`src/hdl/id_ctrl_pkg.sv`:
```
/*
 * Control encodings produced by the decoder and consumed by the ID/EX pipe.
 * ALU operations, operand mux selects and forwarding selects.
 */
package id_ctrl_pkg;

  // ALU operation, arithmetic first and branch compares last
  typedef enum logic [3:0] {
    ALU_ADD,
    ALU_SUB,
    ALU_SLL,
    ALU_SLT,
    ALU_SLTU,
    ALU_XOR,
    ALU_SRL,
    ALU_SRA,
    ALU_OR,
    ALU_AND,
    ALU_EQ,
    ALU_NE,
    ALU_LT,
    ALU_GE,
    ALU_LTU,
    ALU_GEU
  } alu_op_e;

  // Operand A source
  typedef enum logic [1:0] {OP_A_RS1, OP_A_PC, OP_A_ZERO} op_a_sel_e;

  // Operand B source, PCINCR is the link value for jumps
  typedef enum logic [1:0] {OP_B_RS2, OP_B_IMM, OP_B_PCINCR} op_b_sel_e;

  // Operand C carries store data or the branch target
  typedef enum logic {OP_C_RS2, OP_C_BCH_TARGET} op_c_sel_e;

  // Immediate routed to operand B
  typedef enum logic [1:0] {IMM_I, IMM_S, IMM_U} imm_sel_e;

  // Jump target source
  typedef enum logic {JMP_JAL, JMP_JALR} jmp_sel_e;

  // rs1/rs2 value source, supplied by the hazard logic outside ID
  typedef enum logic [1:0] {SEL_REGFILE, SEL_FW_EX, SEL_FW_WB} fwd_sel_e;

endpackage

```
`src/hdl/riscv_isa_pkg.sv`:
```
/*
 * RV32I instruction-set facts shared by the decode stage.
 * Word and register index types, major opcodes and field positions.
 * Import where instruction words are sliced or decoded.
 */
package riscv_isa_pkg;

  // Data and address width
  localparam int XLEN   = 32;
  // Register index width, 32 architectural registers
  localparam int REG_AW = 5;

  typedef logic [XLEN-1:0]   word_t;
  typedef logic [REG_AW-1:0] rf_addr_t;

  // Field positions inside the instruction word
  localparam int OPCODE_W   = 7;
  localparam int RD_LSB     = 7;
  localparam int FUNCT3_LSB = 12;
  localparam int RS1_LSB    = 15;
  localparam int RS2_LSB    = 20;
  localparam int FUNCT7_LSB = 25;

  // funct7 pattern of SUB and SRA/SRAI
  localparam logic [6:0] FUNCT7_ALT = 7'b0100000;

  // Link value added to PC for JAL and JALR
  localparam word_t PC_INCR = 32'd4;

  // Major opcodes of the supported base formats
  typedef enum logic [OPCODE_W-1:0] {
    OPC_LOAD   = 7'b0000011,
    OPC_OP_IMM = 7'b0010011,
    OPC_AUIPC  = 7'b0010111,
    OPC_STORE  = 7'b0100011,
    OPC_OP     = 7'b0110011,
    OPC_LUI    = 7'b0110111,
    OPC_BRANCH = 7'b1100011,
    OPC_JALR   = 7'b1100111,
    OPC_JAL    = 7'b1101111
  } opcode_e;

endpackage
```
`src/hdl/id_if.sv`:
```
/*
 * Internal bundles of the decode stage.
 * id_ctrl_if carries decoder control fields into the ID/EX pipe,
 * id_opnd_if carries gathered operands, immediates and targets.
 */

interface id_ctrl_if;
  import id_ctrl_pkg::*;

  // ALU
  logic      alu_en;
  alu_op_e   alu_op;
  logic      alu_bch;
  logic      alu_jmp;
  // Operand and target selects
  op_a_sel_e op_a_sel;
  op_b_sel_e op_b_sel;
  op_c_sel_e op_c_sel;
  imm_sel_e  imm_sel;
  jmp_sel_e  jmp_sel;
  // LSU and write-back
  logic      lsu_en;
  logic      lsu_we;
  logic      rf_we;
  logic      illegal;

  modport dec (
    output alu_en, alu_op, alu_bch, alu_jmp, op_a_sel, op_b_sel, op_c_sel,
    output imm_sel, jmp_sel, lsu_en, lsu_we, rf_we, illegal
  );

  modport pipe (
    input alu_en, alu_op, alu_bch, alu_jmp, op_a_sel, op_b_sel, op_c_sel,
    input imm_sel, jmp_sel, lsu_en, lsu_we, rf_we, illegal
  );
endinterface

interface id_opnd_if;
  import riscv_isa_pkg::*;

  // Register operands after forwarding
  word_t    rs1_fw;
  word_t    rs2_fw;
  // Sign-extended immediates for operand B
  word_t    imm_i;
  word_t    imm_s;
  word_t    imm_u;
  // Precomputed targets
  word_t    bch_target;
  word_t    jal_target;
  word_t    jalr_target;
  rf_addr_t rf_waddr;

  modport src (
    output rs1_fw, rs2_fw, imm_i, imm_s, imm_u, bch_target, jal_target, jalr_target, rf_waddr
  );

  modport pipe (
    input rs1_fw, rs2_fw, imm_i, imm_s, imm_u, bch_target, jal_target, jalr_target, rf_waddr
  );
endinterface

```
`src/hdl/id_stage.sv`:
```
/*
 * RV32I instruction decode stage, top level.
 * Decoder and operand gatherer work side by side on the fetched word;
 * the ID/EX pipe combines their results and talks to fetch and EX.
 */
module id_stage (
  input  logic                    clk,
  input  logic                    rst_n,
  // From fetch
  input  logic                    instr_valid_i,
  input  riscv_isa_pkg::word_t    instr_i,
  input  riscv_isa_pkg::word_t    pc_i,
  input  logic                    kill_id_i,
  input  logic                    halt_id_i,
  // Register file read ports
  input  riscv_isa_pkg::word_t    rf_rdata_a_i,
  input  riscv_isa_pkg::word_t    rf_rdata_b_i,
  output riscv_isa_pkg::rf_addr_t rf_raddr_a_o,
  output riscv_isa_pkg::rf_addr_t rf_raddr_b_o,
  // Bypass data and selects
  input  riscv_isa_pkg::word_t    rf_wdata_ex_i,
  input  riscv_isa_pkg::word_t    rf_wdata_wb_i,
  input  id_ctrl_pkg::fwd_sel_e   fwd_sel_a_i,
  input  id_ctrl_pkg::fwd_sel_e   fwd_sel_b_i,
  // Handshake and jump target
  input  logic                    ex_ready_i,
  output logic                    id_ready_o,
  output logic                    id_valid_o,
  output riscv_isa_pkg::word_t    jmp_target_o,
  // ID/EX register outputs
  output logic                    ex_valid_o,
  output logic                    ex_alu_en_o,
  output logic                    ex_alu_bch_o,
  output logic                    ex_alu_jmp_o,
  output id_ctrl_pkg::alu_op_e    ex_alu_op_o,
  output riscv_isa_pkg::word_t    ex_operand_a_o,
  output riscv_isa_pkg::word_t    ex_operand_b_o,
  output riscv_isa_pkg::word_t    ex_operand_c_o,
  output riscv_isa_pkg::word_t    ex_pc_o,
  output logic                    ex_lsu_en_o,
  output logic                    ex_lsu_we_o,
  output logic                    ex_rf_we_o,
  output logic                    ex_illegal_o,
  output riscv_isa_pkg::rf_addr_t ex_rf_waddr_o
);

  // Internal bundles, named after the submodule ports they bind to
  id_ctrl_if ctrl ();
  id_opnd_if opnd ();

  // Control fields from the instruction word
  id_decoder u_decoder (.*);

  // Addresses, immediates, forwarding and targets
  id_operand_gather u_gather (.*);

  // Operand select, handshake and ID/EX register
  id_ex_pipe u_pipe (.*);

endmodule

```
`src/hdl/id_ex_pipe.sv`:
```
/*
 * Final operand selection and the ID/EX pipeline register.
 * Computes the ID valid/ready handshake and captures one instruction per
 * transfer. Under EX back-pressure every registered output holds.
 */
module id_ex_pipe (
  input  logic                    clk,
  input  logic                    rst_n,
  input  logic                    instr_valid_i,
  input  logic                    kill_id_i,
  input  logic                    halt_id_i,
  input  logic                    ex_ready_i,
  input  riscv_isa_pkg::word_t    pc_i,
  id_ctrl_if.pipe                 ctrl,
  id_opnd_if.pipe                 opnd,
  output logic                    id_ready_o,
  output logic                    id_valid_o,
  output riscv_isa_pkg::word_t    jmp_target_o,
  output logic                    ex_valid_o,
  output logic                    ex_alu_en_o,
  output logic                    ex_alu_bch_o,
  output logic                    ex_alu_jmp_o,
  output id_ctrl_pkg::alu_op_e    ex_alu_op_o,
  output riscv_isa_pkg::word_t    ex_operand_a_o,
  output riscv_isa_pkg::word_t    ex_operand_b_o,
  output riscv_isa_pkg::word_t    ex_operand_c_o,
  output riscv_isa_pkg::word_t    ex_pc_o,
  output logic                    ex_lsu_en_o,
  output logic                    ex_lsu_we_o,
  output logic                    ex_rf_we_o,
  output logic                    ex_illegal_o,
  output riscv_isa_pkg::rf_addr_t ex_rf_waddr_o
);
  import riscv_isa_pkg::*;
  import id_ctrl_pkg::*;

  word_t operand_a;
  word_t operand_b;
  word_t operand_c;
  word_t imm_b;
  logic  transfer;
  logic  op_c_used;

  ////////////////////////////////////////////////////////////
  // Operand muxes
  ////////////////////////////////////////////////////////////

  always_comb begin : operand_mux
    case (ctrl.op_a_sel)
      OP_A_PC:   operand_a = pc_i;
      OP_A_ZERO: operand_a = '0;
      default:   operand_a = opnd.rs1_fw;
    endcase
    case (ctrl.imm_sel)
      IMM_S:   imm_b = opnd.imm_s;
      IMM_U:   imm_b = opnd.imm_u;
      default: imm_b = opnd.imm_i;
    endcase
    case (ctrl.op_b_sel)
      OP_B_IMM:    operand_b = imm_b;
      OP_B_PCINCR: operand_b = PC_INCR;
      default:     operand_b = opnd.rs2_fw;
    endcase
    // Store data or branch target
    operand_c = (ctrl.op_c_sel == OP_C_BCH_TARGET) ? opnd.bch_target : opnd.rs2_fw;
  end

  assign jmp_target_o = (ctrl.jmp_sel == JMP_JALR) ? opnd.jalr_target : opnd.jal_target;

  // Operand C only matters for stores and branches
  assign op_c_used = ctrl.lsu_we || ctrl.alu_bch;

  // Stage handshake, kill drains ID regardless of EX
  assign id_valid_o = instr_valid_i && !kill_id_i && !halt_id_i;
  assign id_ready_o = kill_id_i || (ex_ready_i && !halt_id_i);
  assign transfer   = id_valid_o && ex_ready_i;

  ////////////////////////////////////////////////////////////
  // ID/EX register
  ////////////////////////////////////////////////////////////

  always_ff @(posedge clk or negedge rst_n) begin : id_ex_regs
    if (!rst_n) begin
      ex_valid_o     <= 1'b0;
      ex_alu_en_o    <= 1'b0;
      ex_alu_bch_o   <= 1'b0;
      ex_alu_jmp_o   <= 1'b0;
      ex_alu_op_o    <= ALU_ADD;
      ex_operand_a_o <= '0;
      ex_operand_b_o <= '0;
      ex_operand_c_o <= '0;
      ex_pc_o        <= '0;
      ex_lsu_en_o    <= 1'b0;
      ex_lsu_we_o    <= 1'b0;
      ex_rf_we_o     <= 1'b0;
      ex_illegal_o   <= 1'b0;
      ex_rf_waddr_o  <= '0;
    end else if (transfer) begin
      ex_valid_o     <= 1'b1;
      ex_alu_en_o    <= ctrl.alu_en;
      ex_alu_bch_o   <= ctrl.alu_bch;
      ex_alu_jmp_o   <= ctrl.alu_jmp;
      ex_alu_op_o    <= ctrl.alu_op;
      ex_operand_a_o <= operand_a;
      ex_operand_b_o <= operand_b;
      ex_pc_o        <= pc_i;
      ex_lsu_en_o    <= ctrl.lsu_en;
      ex_lsu_we_o    <= ctrl.lsu_we;
      ex_rf_we_o     <= ctrl.rf_we;
      ex_illegal_o   <= ctrl.illegal;
      // Idle fields keep their old value to save toggling
      if (op_c_used) begin
        ex_operand_c_o <= operand_c;
      end
      if (ctrl.rf_we) begin
        ex_rf_waddr_o <= opnd.rf_waddr;
      end
    end else if (ex_ready_i) begin
      // EX consumed its instruction and nothing new came in
      ex_valid_o <= 1'b0;
    end
  end

endmodule

```
`src/hdl/id_operand_gather.sv`:
```
/*
 * Operand gathering for the decode stage, purely combinational.
 * Slices register addresses, builds immediates, applies rs1/rs2
 * forwarding and adds the branch and jump targets.
 */
module id_operand_gather (
  input  riscv_isa_pkg::word_t    instr_i,
  input  riscv_isa_pkg::word_t    pc_i,
  input  riscv_isa_pkg::word_t    rf_rdata_a_i,
  input  riscv_isa_pkg::word_t    rf_rdata_b_i,
  input  riscv_isa_pkg::word_t    rf_wdata_ex_i,
  input  riscv_isa_pkg::word_t    rf_wdata_wb_i,
  input  id_ctrl_pkg::fwd_sel_e   fwd_sel_a_i,
  input  id_ctrl_pkg::fwd_sel_e   fwd_sel_b_i,
  output riscv_isa_pkg::rf_addr_t rf_raddr_a_o,
  output riscv_isa_pkg::rf_addr_t rf_raddr_b_o,
  id_opnd_if.src                  opnd
);
  import riscv_isa_pkg::*;
  import id_ctrl_pkg::*;

  word_t imm_b;
  word_t imm_j;
  word_t jalr_sum;

  // One forwarding mux, used for both source registers
  function automatic word_t fwd_mux(fwd_sel_e sel, word_t rf, word_t ex, word_t wb);
    case (sel)
      SEL_FW_EX: return ex;
      SEL_FW_WB: return wb;
      default:   return rf;
    endcase
  endfunction

  // Register addresses, read speculatively for every format
  assign rf_raddr_a_o  = instr_i[RS1_LSB +: REG_AW];
  assign rf_raddr_b_o  = instr_i[RS2_LSB +: REG_AW];
  assign opnd.rf_waddr = instr_i[RD_LSB +: REG_AW];

  ////////////////////////////////////////////////////////////
  // Immediates
  ////////////////////////////////////////////////////////////

  assign opnd.imm_i = {{20{instr_i[31]}}, instr_i[31:20]};
  assign opnd.imm_s = {{20{instr_i[31]}}, instr_i[31:25], instr_i[11:7]};
  assign opnd.imm_u = {instr_i[31:12], 12'b0};
  // B and J forms are halfword offsets with scrambled bits
  assign imm_b = {{20{instr_i[31]}}, instr_i[7], instr_i[30:25], instr_i[11:8], 1'b0};
  assign imm_j = {{12{instr_i[31]}}, instr_i[19:12], instr_i[20], instr_i[30:21], 1'b0};

  // rs1/rs2 with EX or WB bypass
  assign opnd.rs1_fw = fwd_mux(fwd_sel_a_i, rf_rdata_a_i, rf_wdata_ex_i, rf_wdata_wb_i);
  assign opnd.rs2_fw = fwd_mux(fwd_sel_b_i, rf_rdata_b_i, rf_wdata_ex_i, rf_wdata_wb_i);

  ////////////////////////////////////////////////////////////
  // Targets
  ////////////////////////////////////////////////////////////

  assign opnd.bch_target = pc_i + imm_b;
  assign opnd.jal_target = pc_i + imm_j;
  // JALR uses the forwarded rs1 and drops bit 0
  assign jalr_sum         = opnd.rs1_fw + opnd.imm_i;
  assign opnd.jalr_target = {jalr_sum[XLEN-1:1], 1'b0};

endmodule

```
`src/hdl/id_decoder.sv`:
```
/*
 * RV32I base decoder, purely combinational.
 * Maps opcode, funct3 and funct7 onto ALU operation, mux selects and
 * unit enables. Unsupported encodings raise illegal with all enables low.
 */
module id_decoder (
  input  riscv_isa_pkg::word_t instr_i,
  id_ctrl_if.dec               ctrl
);
  import riscv_isa_pkg::*;
  import id_ctrl_pkg::*;

  opcode_e    opcode;
  logic [2:0] funct3;
  logic [6:0] funct7;
  logic       f7_zero;
  logic       f7_alt;
  alu_op_e    arith_op;
  logic       arith_bad;
  logic       illegal;

  assign opcode  = opcode_e'(instr_i[OPCODE_W-1:0]);
  assign funct3  = instr_i[FUNCT3_LSB +: 3];
  assign funct7  = instr_i[FUNCT7_LSB +: 7];
  assign f7_zero = (funct7 == 7'b0);
  assign f7_alt  = (funct7 == FUNCT7_ALT);

  ////////////////////////////////////////////////////////////
  // Arithmetic group, shared by OP and OP_IMM
  ////////////////////////////////////////////////////////////

  always_comb begin : arith_decode
    case (funct3)
      // ADDI has no SUB form, funct7 is immediate there
      3'b000:  arith_op = (opcode == OPC_OP && f7_alt) ? ALU_SUB : ALU_ADD;
      3'b001:  arith_op = ALU_SLL;
      3'b010:  arith_op = ALU_SLT;
      3'b011:  arith_op = ALU_SLTU;
      3'b100:  arith_op = ALU_XOR;
      3'b101:  arith_op = f7_alt ? ALU_SRA : ALU_SRL;
      3'b110:  arith_op = ALU_OR;
      default: arith_op = ALU_AND;
    endcase
  end

  always_comb begin : arith_check
    if (opcode == OPC_OP) begin
      // Alternate funct7 only exists for SUB and SRA
      arith_bad = !(f7_zero || (f7_alt && (funct3 == 3'b000 || funct3 == 3'b101)));
    end else begin
      // Only the shift immediates constrain the upper bits
      case (funct3)
        3'b001:  arith_bad = !f7_zero;
        3'b101:  arith_bad = !(f7_zero || f7_alt);
        default: arith_bad = 1'b0;
      endcase
    end
  end

  ////////////////////////////////////////////////////////////
  // Main opcode decode
  ////////////////////////////////////////////////////////////

  always_comb begin : main_decode
    ctrl.alu_en   = 1'b0;
    ctrl.alu_op   = ALU_ADD;
    ctrl.alu_bch  = 1'b0;
    ctrl.alu_jmp  = 1'b0;
    ctrl.op_a_sel = OP_A_RS1;
    ctrl.op_b_sel = OP_B_RS2;
    ctrl.op_c_sel = OP_C_RS2;
    ctrl.imm_sel  = IMM_I;
    ctrl.jmp_sel  = JMP_JAL;
    ctrl.lsu_en   = 1'b0;
    ctrl.lsu_we   = 1'b0;
    ctrl.rf_we    = 1'b0;
    illegal       = 1'b0;

    case (opcode)
      OPC_OP, OPC_OP_IMM: begin
        ctrl.alu_en   = 1'b1;
        ctrl.alu_op   = arith_op;
        ctrl.rf_we    = 1'b1;
        ctrl.op_b_sel = (opcode == OPC_OP) ? OP_B_RS2 : OP_B_IMM;
        illegal       = arith_bad;
      end
      OPC_LUI, OPC_AUIPC: begin
        // Upper immediate added to zero or to PC
        ctrl.alu_en   = 1'b1;
        ctrl.rf_we    = 1'b1;
        ctrl.op_a_sel = (opcode == OPC_LUI) ? OP_A_ZERO : OP_A_PC;
        ctrl.op_b_sel = OP_B_IMM;
        ctrl.imm_sel  = IMM_U;
      end
      OPC_JAL, OPC_JALR: begin
        // ALU forms the link value PC + 4
        ctrl.alu_en   = 1'b1;
        ctrl.alu_jmp  = 1'b1;
        ctrl.rf_we    = 1'b1;
        ctrl.op_a_sel = OP_A_PC;
        ctrl.op_b_sel = OP_B_PCINCR;
        ctrl.jmp_sel  = (opcode == OPC_JAL) ? JMP_JAL : JMP_JALR;
        illegal       = (opcode == OPC_JALR) && (funct3 != 3'b000);
      end
      OPC_BRANCH: begin
        ctrl.alu_en   = 1'b1;
        ctrl.alu_bch  = 1'b1;
        ctrl.op_c_sel = OP_C_BCH_TARGET;
        case (funct3)
          3'b000:  ctrl.alu_op = ALU_EQ;
          3'b001:  ctrl.alu_op = ALU_NE;
          3'b100:  ctrl.alu_op = ALU_LT;
          3'b101:  ctrl.alu_op = ALU_GE;
          3'b110:  ctrl.alu_op = ALU_LTU;
          3'b111:  ctrl.alu_op = ALU_GEU;
          default: illegal     = 1'b1;
        endcase
      end
      OPC_LOAD: begin
        // LB LH LW LBU LHU
        ctrl.lsu_en   = 1'b1;
        ctrl.rf_we    = 1'b1;
        ctrl.op_b_sel = OP_B_IMM;
        illegal       = (funct3 == 3'b011) || (funct3[2:1] == 2'b11);
      end
      OPC_STORE: begin
        // Store data travels on operand C
        ctrl.lsu_en   = 1'b1;
        ctrl.lsu_we   = 1'b1;
        ctrl.op_b_sel = OP_B_IMM;
        ctrl.imm_sel  = IMM_S;
        illegal       = funct3[2] || (funct3[1:0] == 2'b11);
      end
      default: illegal = 1'b1;
    endcase

    // Nothing of an illegal instruction may reach a unit
    if (illegal) begin
      ctrl.alu_en = 1'b0;
      ctrl.lsu_en = 1'b0;
      ctrl.rf_we  = 1'b0;
    end
    ctrl.illegal = illegal;
  end

endmodule

```
`config.mk`:
```
export PLATFORM = sky130hd
export DESIGN_NAME = id_stage
export DESIGN_NICKNAME = d
export VERILOG_FILES = /design/src/hdl/id_ctrl_pkg.sv /design/src/hdl/riscv_isa_pkg.sv /design/src/hdl/id_if.sv /design/src/hdl/id_stage.sv /design/src/hdl/id_ex_pipe.sv /design/src/hdl/id_operand_gather.sv /design/src/hdl/id_decoder.sv
export SDC_FILE = /design/constraint.sdc
export NUM_CORES = 1
export LEC_CHECK = 0
export BUFFER_PORTS_ARGS = -buffer_cell sky130_fd_sc_hd__buf_2
export CORE_MARGIN = 2
export CORE_UTILIZATION = 40
export CTS_BUF_LIST = sky130_fd_sc_hd__clkbuf_4 sky130_fd_sc_hd__clkbuf_8
export DETAILED_ROUTE_END_ITERATION = 12
export PLACE_DENSITY = 0.73
export SLEW_MARGIN = 20
export SYNTH_ARGS = -nofsm -noshare
export SYNTH_HDL_FRONTEND = slang
export SYNTH_SLANG_ARGS = --single-unit
```
`constraint.sdc`:
```
create_clock -name clk -period 11.7 [get_ports clk]
set_input_delay 0.585 -clock clk [delete_from_list [all_inputs] [get_ports clk]]
set_output_delay 0.585 -clock clk [all_outputs]
set_load 0.01 [all_outputs]
```
* Word level (Yosys, flattened, before mapping)
Cells that the tools add are included.
Storage, ports and cells: flip-flop bits (word level) 145, bits in latches 0, RAM bits 0, bits in read-only memories 0, output and inout bits 189, word-level logic and storage cells 113, memories 0
Operators by class: add/subtract/negate cells 3, $mul 0, divide/modulo/power cells 0, order comparisons 0, equal/unequal tests 29, shift-type cells 0, muxes and demuxes 34, bitwise gates (word level) 0, reduce and logical (&&, ||, !) cells 33
Operators by type and width (count):
- $pmux 32 s2 | 4
- $add 32x32->32 | 3
- $mux 32 | 2
- $pmux 31 s2 | 1
- $eq 7x6->1 const B | 4
- $pmux 4 s7 | 1
- $pmux 4 s6 | 1
- $eq 7x7->1 const B | 3
- $mux 1 | 18
- $eq 2x2->1 const B | 7
- $eq 7x5->1 const B | 2
- $reduce_or 7->1 | 2
- $eq 3x3->1 const B | 4
- $eq 2x1->1 const B | 5
- $pmux 2 s2 | 2
- $pmux 4 s2 | 1
- $reduce_or 2->1 | 4
- $eq 7x2->1 const B | 1
- $logic_and 1x1->1 | 7
- $logic_not 7->1 | 1
- $logic_or 1x1->1 | 7
- $eq 3x2->1 const B | 2
- $pmux 1 s6 | 1
- $pmux 2 s3 | 1
- 10 further kinds | 15

* Depth between registers and ports, before layout
depth after elaboration 9, depth in mapped cells 18

* Modules after synthesis
A second synthesis with hierarchy kept.
Unflattened totals: cell total of the unflattened synthesis 1613, area, all modules 14074.7 um^2
Modules (own cells, without submodules):
- id_ex_pipe | times used 1, cells each 625, area an instance 7430.9 um^2
- id_operand_gather | times used 1, cells each 911, area an instance 6145.9 um^2
- id_decoder | times used 1, cells each 77, area an instance 498.0 um^2

* Least setup slack after synthesis
OpenSTA, ideal clock, no wires.
path type input to output, start input port fwd_sel_a_i[0], end output port jmp_target_o[28], arrival 4.134 ns, path slack 6.981 ns, cell stages on the path 17, buffers on the path 2, path through inv_1 ha_1 clkbuf_1 clkbuf_1 mux2i_1 nand2_1 fa_1 nand2b_1 a211o_1 a31oi_1 o22a_1 a22oi_1 o31ai_2 a21o_1 a21oi_1 xor2_1 o21ai_0
On the way: cells in the longest elaborated chain, start to end 4, elaborated cells between the ends (all ways) 5, classes of those cells 1 x add/sub; 2 x eq/ne; 2 x mux
RTL lines:
- start: declaration | RTL line id_stage.sv:23 | input id_ctrl_pkg::fwd_sel_e fwd_sel_a_i,
- $eq 2x2->1 / $eq 2x1->1 (equally long branches) | RTL line id_operand_gather.sv:28 | case (sel)
- $pmux 32 s2 (*) | RTL line id_operand_gather.sv:28
- $add 32x32->32 (*) | RTL line id_operand_gather.sv:62 | assign jalr_sum = opnd.rs1_fw + opnd.imm_i;
- $mux 32 (*) | RTL line id_ex_pipe.sv:68 | assign jmp_target_o = (ctrl.jmp_sel == JMP_JALR) ? opnd.jalr_target : opnd.jal_target;
- end: declaration | RTL line id_stage.sv:29 | output riscv_isa_pkg::word_t jmp_target_o,
Every way passes the cells marked *; elsewhere a longest branch is shown, timed or not.

* Worst setup path after layout
start input port fwd_sel_a_i[0], end output port jmp_target_o[30]
The elaborated chain is that of the path after synthesis.

==> impl_metrics.ini <==
[clock_tree]
cts_root_buf = clkbuf_8
max-clock-path-buffers = 2
tritoncts = done
worst_skew_pair.late_latency_ns = 0.46
cts_setup_buffers = 0
cts_inserted_buffers = 17
clkSinkCount = 145
cts_hold_buf = 0
clk_pin_slew_ns = 0.11
ctsResizeCount = 0
cts.htree.levels = 4

[power]
internal-power_mw = 1.11
leakagePower_nw = 7.31
p_clk_share_pct = 26.1
share_seq_of_total_power_pct = 33.7
irDropWorstVdd_uv = 67.5
cellPowerDensity_nw_per_um2 = 124
power.net_switching_mw = 0.729
sw_frac_of_total_pct = 39.7
p_comb_share_pct = 40.1

[worst_setup_path]
critPathMaxFanout = 32
family_with_the_most_delay_on_the_worst_path = compound AO/OA/AOI/OAI gates
cp_num_buf_inv = 3
cp-end-kind = primary output
max_stage_delay_ns = 0.64
worstSetupEndpoint = jmp_target_o[30]
arrival_ns = 4.83
critical_path_cell_sequence = buf_2 > inv_1 > ha_2 > a22oi_1 > mux2i_1 > nand2_1 > fa_1 > nand2b_1 > a211o_1 > a31oi_1 > o22a_1 > a22oi_1 > o31ai_2 > a221o_1 > a21oi_1 > xor2_1 > mux2i_1 > buf_2
critical_path.reg2reg.startpoint = u_pipe.ex_rf_waddr_o[0]
ff2ff_setup_slack_ns = 10.89
timing.critical_path.required_ns = 11.12
crit_slowest_cell = ha_2
criticalPathCategory = input port to primary output
worst_setup_path_startpoint = fwd_sel_a_i[0]
worstSetupPathDepth = 18
start_kind = input port
capture_instance_of_the_worst_register_to_register_path = u_pipe.ex_rf_waddr_o[0]
worst-r2r-cell-count = 1

[sta]
period_utilization_pct = 46.3
clock_skew_ns = 0
rsz0062_at_grt = no
timing.max_slew.rel_slack_pct = 22.8
finalMaxSlewViolations = 0
tightestPinTransition_ns = 1.16
report.final.setup_viol = 0
report.final.hold_viol_count = 0
clock.fmax_mhz = 185
final.setup.tns_ns = 0
final_critical_path_required_period_ns = 5.41

[global_route]
grt_util_all_layers_pct = 32.3
pin_count_of_the_biggest_net_entering_global_routing = 106
vias_in_the_first_global_route = 12600
grt_first_pass_wirelength_mm = 76.5
total_overflow_reported_by_the_global_router = 0
antenna_found_initial = 6

[floorplan]
fp.dieW_um = 179
core_um2 = 29800
floorplan.initialDensity_pct = 40.9
dieArea_um2 = 31900
io_pins = 391
std_cell_rows = 63
chipHeight_um = 179

[detailed_routing]
wl_per_cell_um = 22.7
detail-route-antenna-nets = 0
drtPass1Iterations = 6
drc = 0
drt-initial-drc-count = 1952
routed_wl_mm = 52.8
dr_total_vias = 13700
viasPerCell = 5.91

[synthesis]
syn-cell-area_um2 = 12200
synthTopCellsByArea = dfrtp_1 30%, nand2_1 8.8%, ha_1 8.5%
netlist_instances = 1605
post-synth-top-area-cell = dfrtp_1
mean_syn_cell_area_um2 = 7.60
yosys.area.top_type_share_pct = 29.7
postSynthNetCount = 1893
synth-async-reset-ratio_pct = 100
yosys_warnings = 0
synth_cell_type_count = 71
synth-edff-count = 0
synth.top_cells.by_count = 287 x nand2_1, 177 x nor2_1, 147 x o21ai_0
synth_top_flop_cell = dfrtp_1
synth.yosys.seq_area_share_pct = 29.7
synth_seq_cells = 145
most_common_cell_in_the_synthesized_netlist = nand2_1

[hold_path]
hold_path_class = input port to asynchronous set/reset pin

[layout]
synthToLayoutAreaGrowth_pct = 21.1
layout_net_count = 2203
non_filler_instance_count_after_layout = 2324
layout-drive-gt1-share_pct = 24.4

[placement]
placement.io_buffers = 390
globalplace.congestion = 1.07
dp.final_hpwl_mm = 40.9
post-place-cells = 2286

[flow_run]
maxCapViolCount = 0

[status]
outcome = completed
-- power by group through the flow --
stage	clock network, mW	registers (mW)	logic, mW
floorplan	0	0.659	0.396
global placement	0	0.626	0.720
detailed placement	0	0.627	0.724
CTS	0.484	0.619	0.727
global route	0.502	0.628	0.805
finish	0.479	0.619	0.737
-- cells by family after synthesis --
group / count (synthesis) / synth area share (%)
simple gates: 559 / 19.0
flops: 145 / 29.7
compound gates: 571 / 30.4
fa+ha+maj: 86 / 9.01
xor+xnor: 79 / 5.67
buf+inv: 154 / 5.19
mux: 11 / 0.985
-- worst min path at each step --
| stage | to | slack (ns) | from | cells after the start |
|---|---|---|---|---|
| finish | u_pipe.ex_operand_c_o[8] | 0.17 | rst_n | 1 |
| global route | u_pipe.ex_alu_op_o[0] | 0.22 | rst_n | 1 |
| CTS | u_pipe.ex_alu_op_o[0] | 0.19 | rst_n | 1 |
| detailed placement | u_pipe.ex_pc_o[5] | 0.46 | u_pipe.ex_pc_o[5] | 2 |
| global placement | u_pipe.ex_pc_o[3] | 0.45 | u_pipe.ex_pc_o[3] | 2 |
| floorplan | u_pipe.ex_alu_bch_o | 0.29 | rst_n | 0 |
-- cell type report --
cell class / count / area [um^2]
repair buffers: 406 / 2080
flip-flops and latches: 145 / 3630
clock inverters: 11 / 175
multi-input cells: 1306 / 7960
fillers: 2974 / 15000
well taps: 390 / 488
inverters: 39 / 146
diodes: 6 / 15.0
clock buffers: 21 / 270
-- flip-flops by register name, indices dropped and copies added (netlist names) --
signal	cells
u_pipe.ex_operand_c_o	32
u_pipe.ex_operand_b_o	32
u_pipe.ex_alu_bch_o	1
u_pipe.ex_pc_o	32
u_pipe.ex_alu_op_o	4
u_pipe.ex_valid_o	1
u_pipe.ex_rf_waddr_o	5
u_pipe.ex_lsu_en_o	1
u_pipe.ex_rf_we_o	1
u_pipe.ex_alu_en_o	1
u_pipe.ex_lsu_we_o	1
u_pipe.ex_operand_a_o	32
u_pipe.ex_alu_jmp_o	1
u_pipe.ex_illegal_o	1
-- placed cells by master (no fill, tap or decap), types with 16 or more instances in the layout --
master    instances
a31oi_1          18
a21o_1           37
xnor2_1          44
inv_1            39
buf_4            16
o21ai_0         147
a21oi_1         139
clkbuf_8         18
xor2_1           35
nand3_1          19
nand2_1         286
nor2_1          176
buf_2           389
a221oi_1         46
a22oi_1          70
dfrtp_1         145
ha_1             80
-- stage by stage --
stage / area [um^2] / worst slack, ns / total power, mW / util, % / hold WS (ns)
after floorplan: 12200 / 6.98 / 1.05 / - / 0.289
after global placement: 14300 / 6.38 / 1.35 / 48.0 / 0.454
after detailed placement: 14300 / 6.33 / 1.35 / 48.0 / 0.457
after CTS: 14700 / 6.35 / 1.83 / 49.5 / 0.190
after global routing: 14800 / 6.05 / 1.93 / 49.5 / 0.224
final: 14800 / 6.29 / 1.84 / 49.6 / 0.169
-- metal layers --
metal | wire [um] | GRT usage, % | up-vias
li1 | - | - | 6351
met1 | 23400 | 47.0 | 6500
met2 | 22100 | 46.6 | 792
met3 | 5610 | 7.05 | 93
met4 | 1690 | 11.9 | 2
met5 | 12 | 0 | -
No activity file was read; power rests on OpenSTA's default activity.
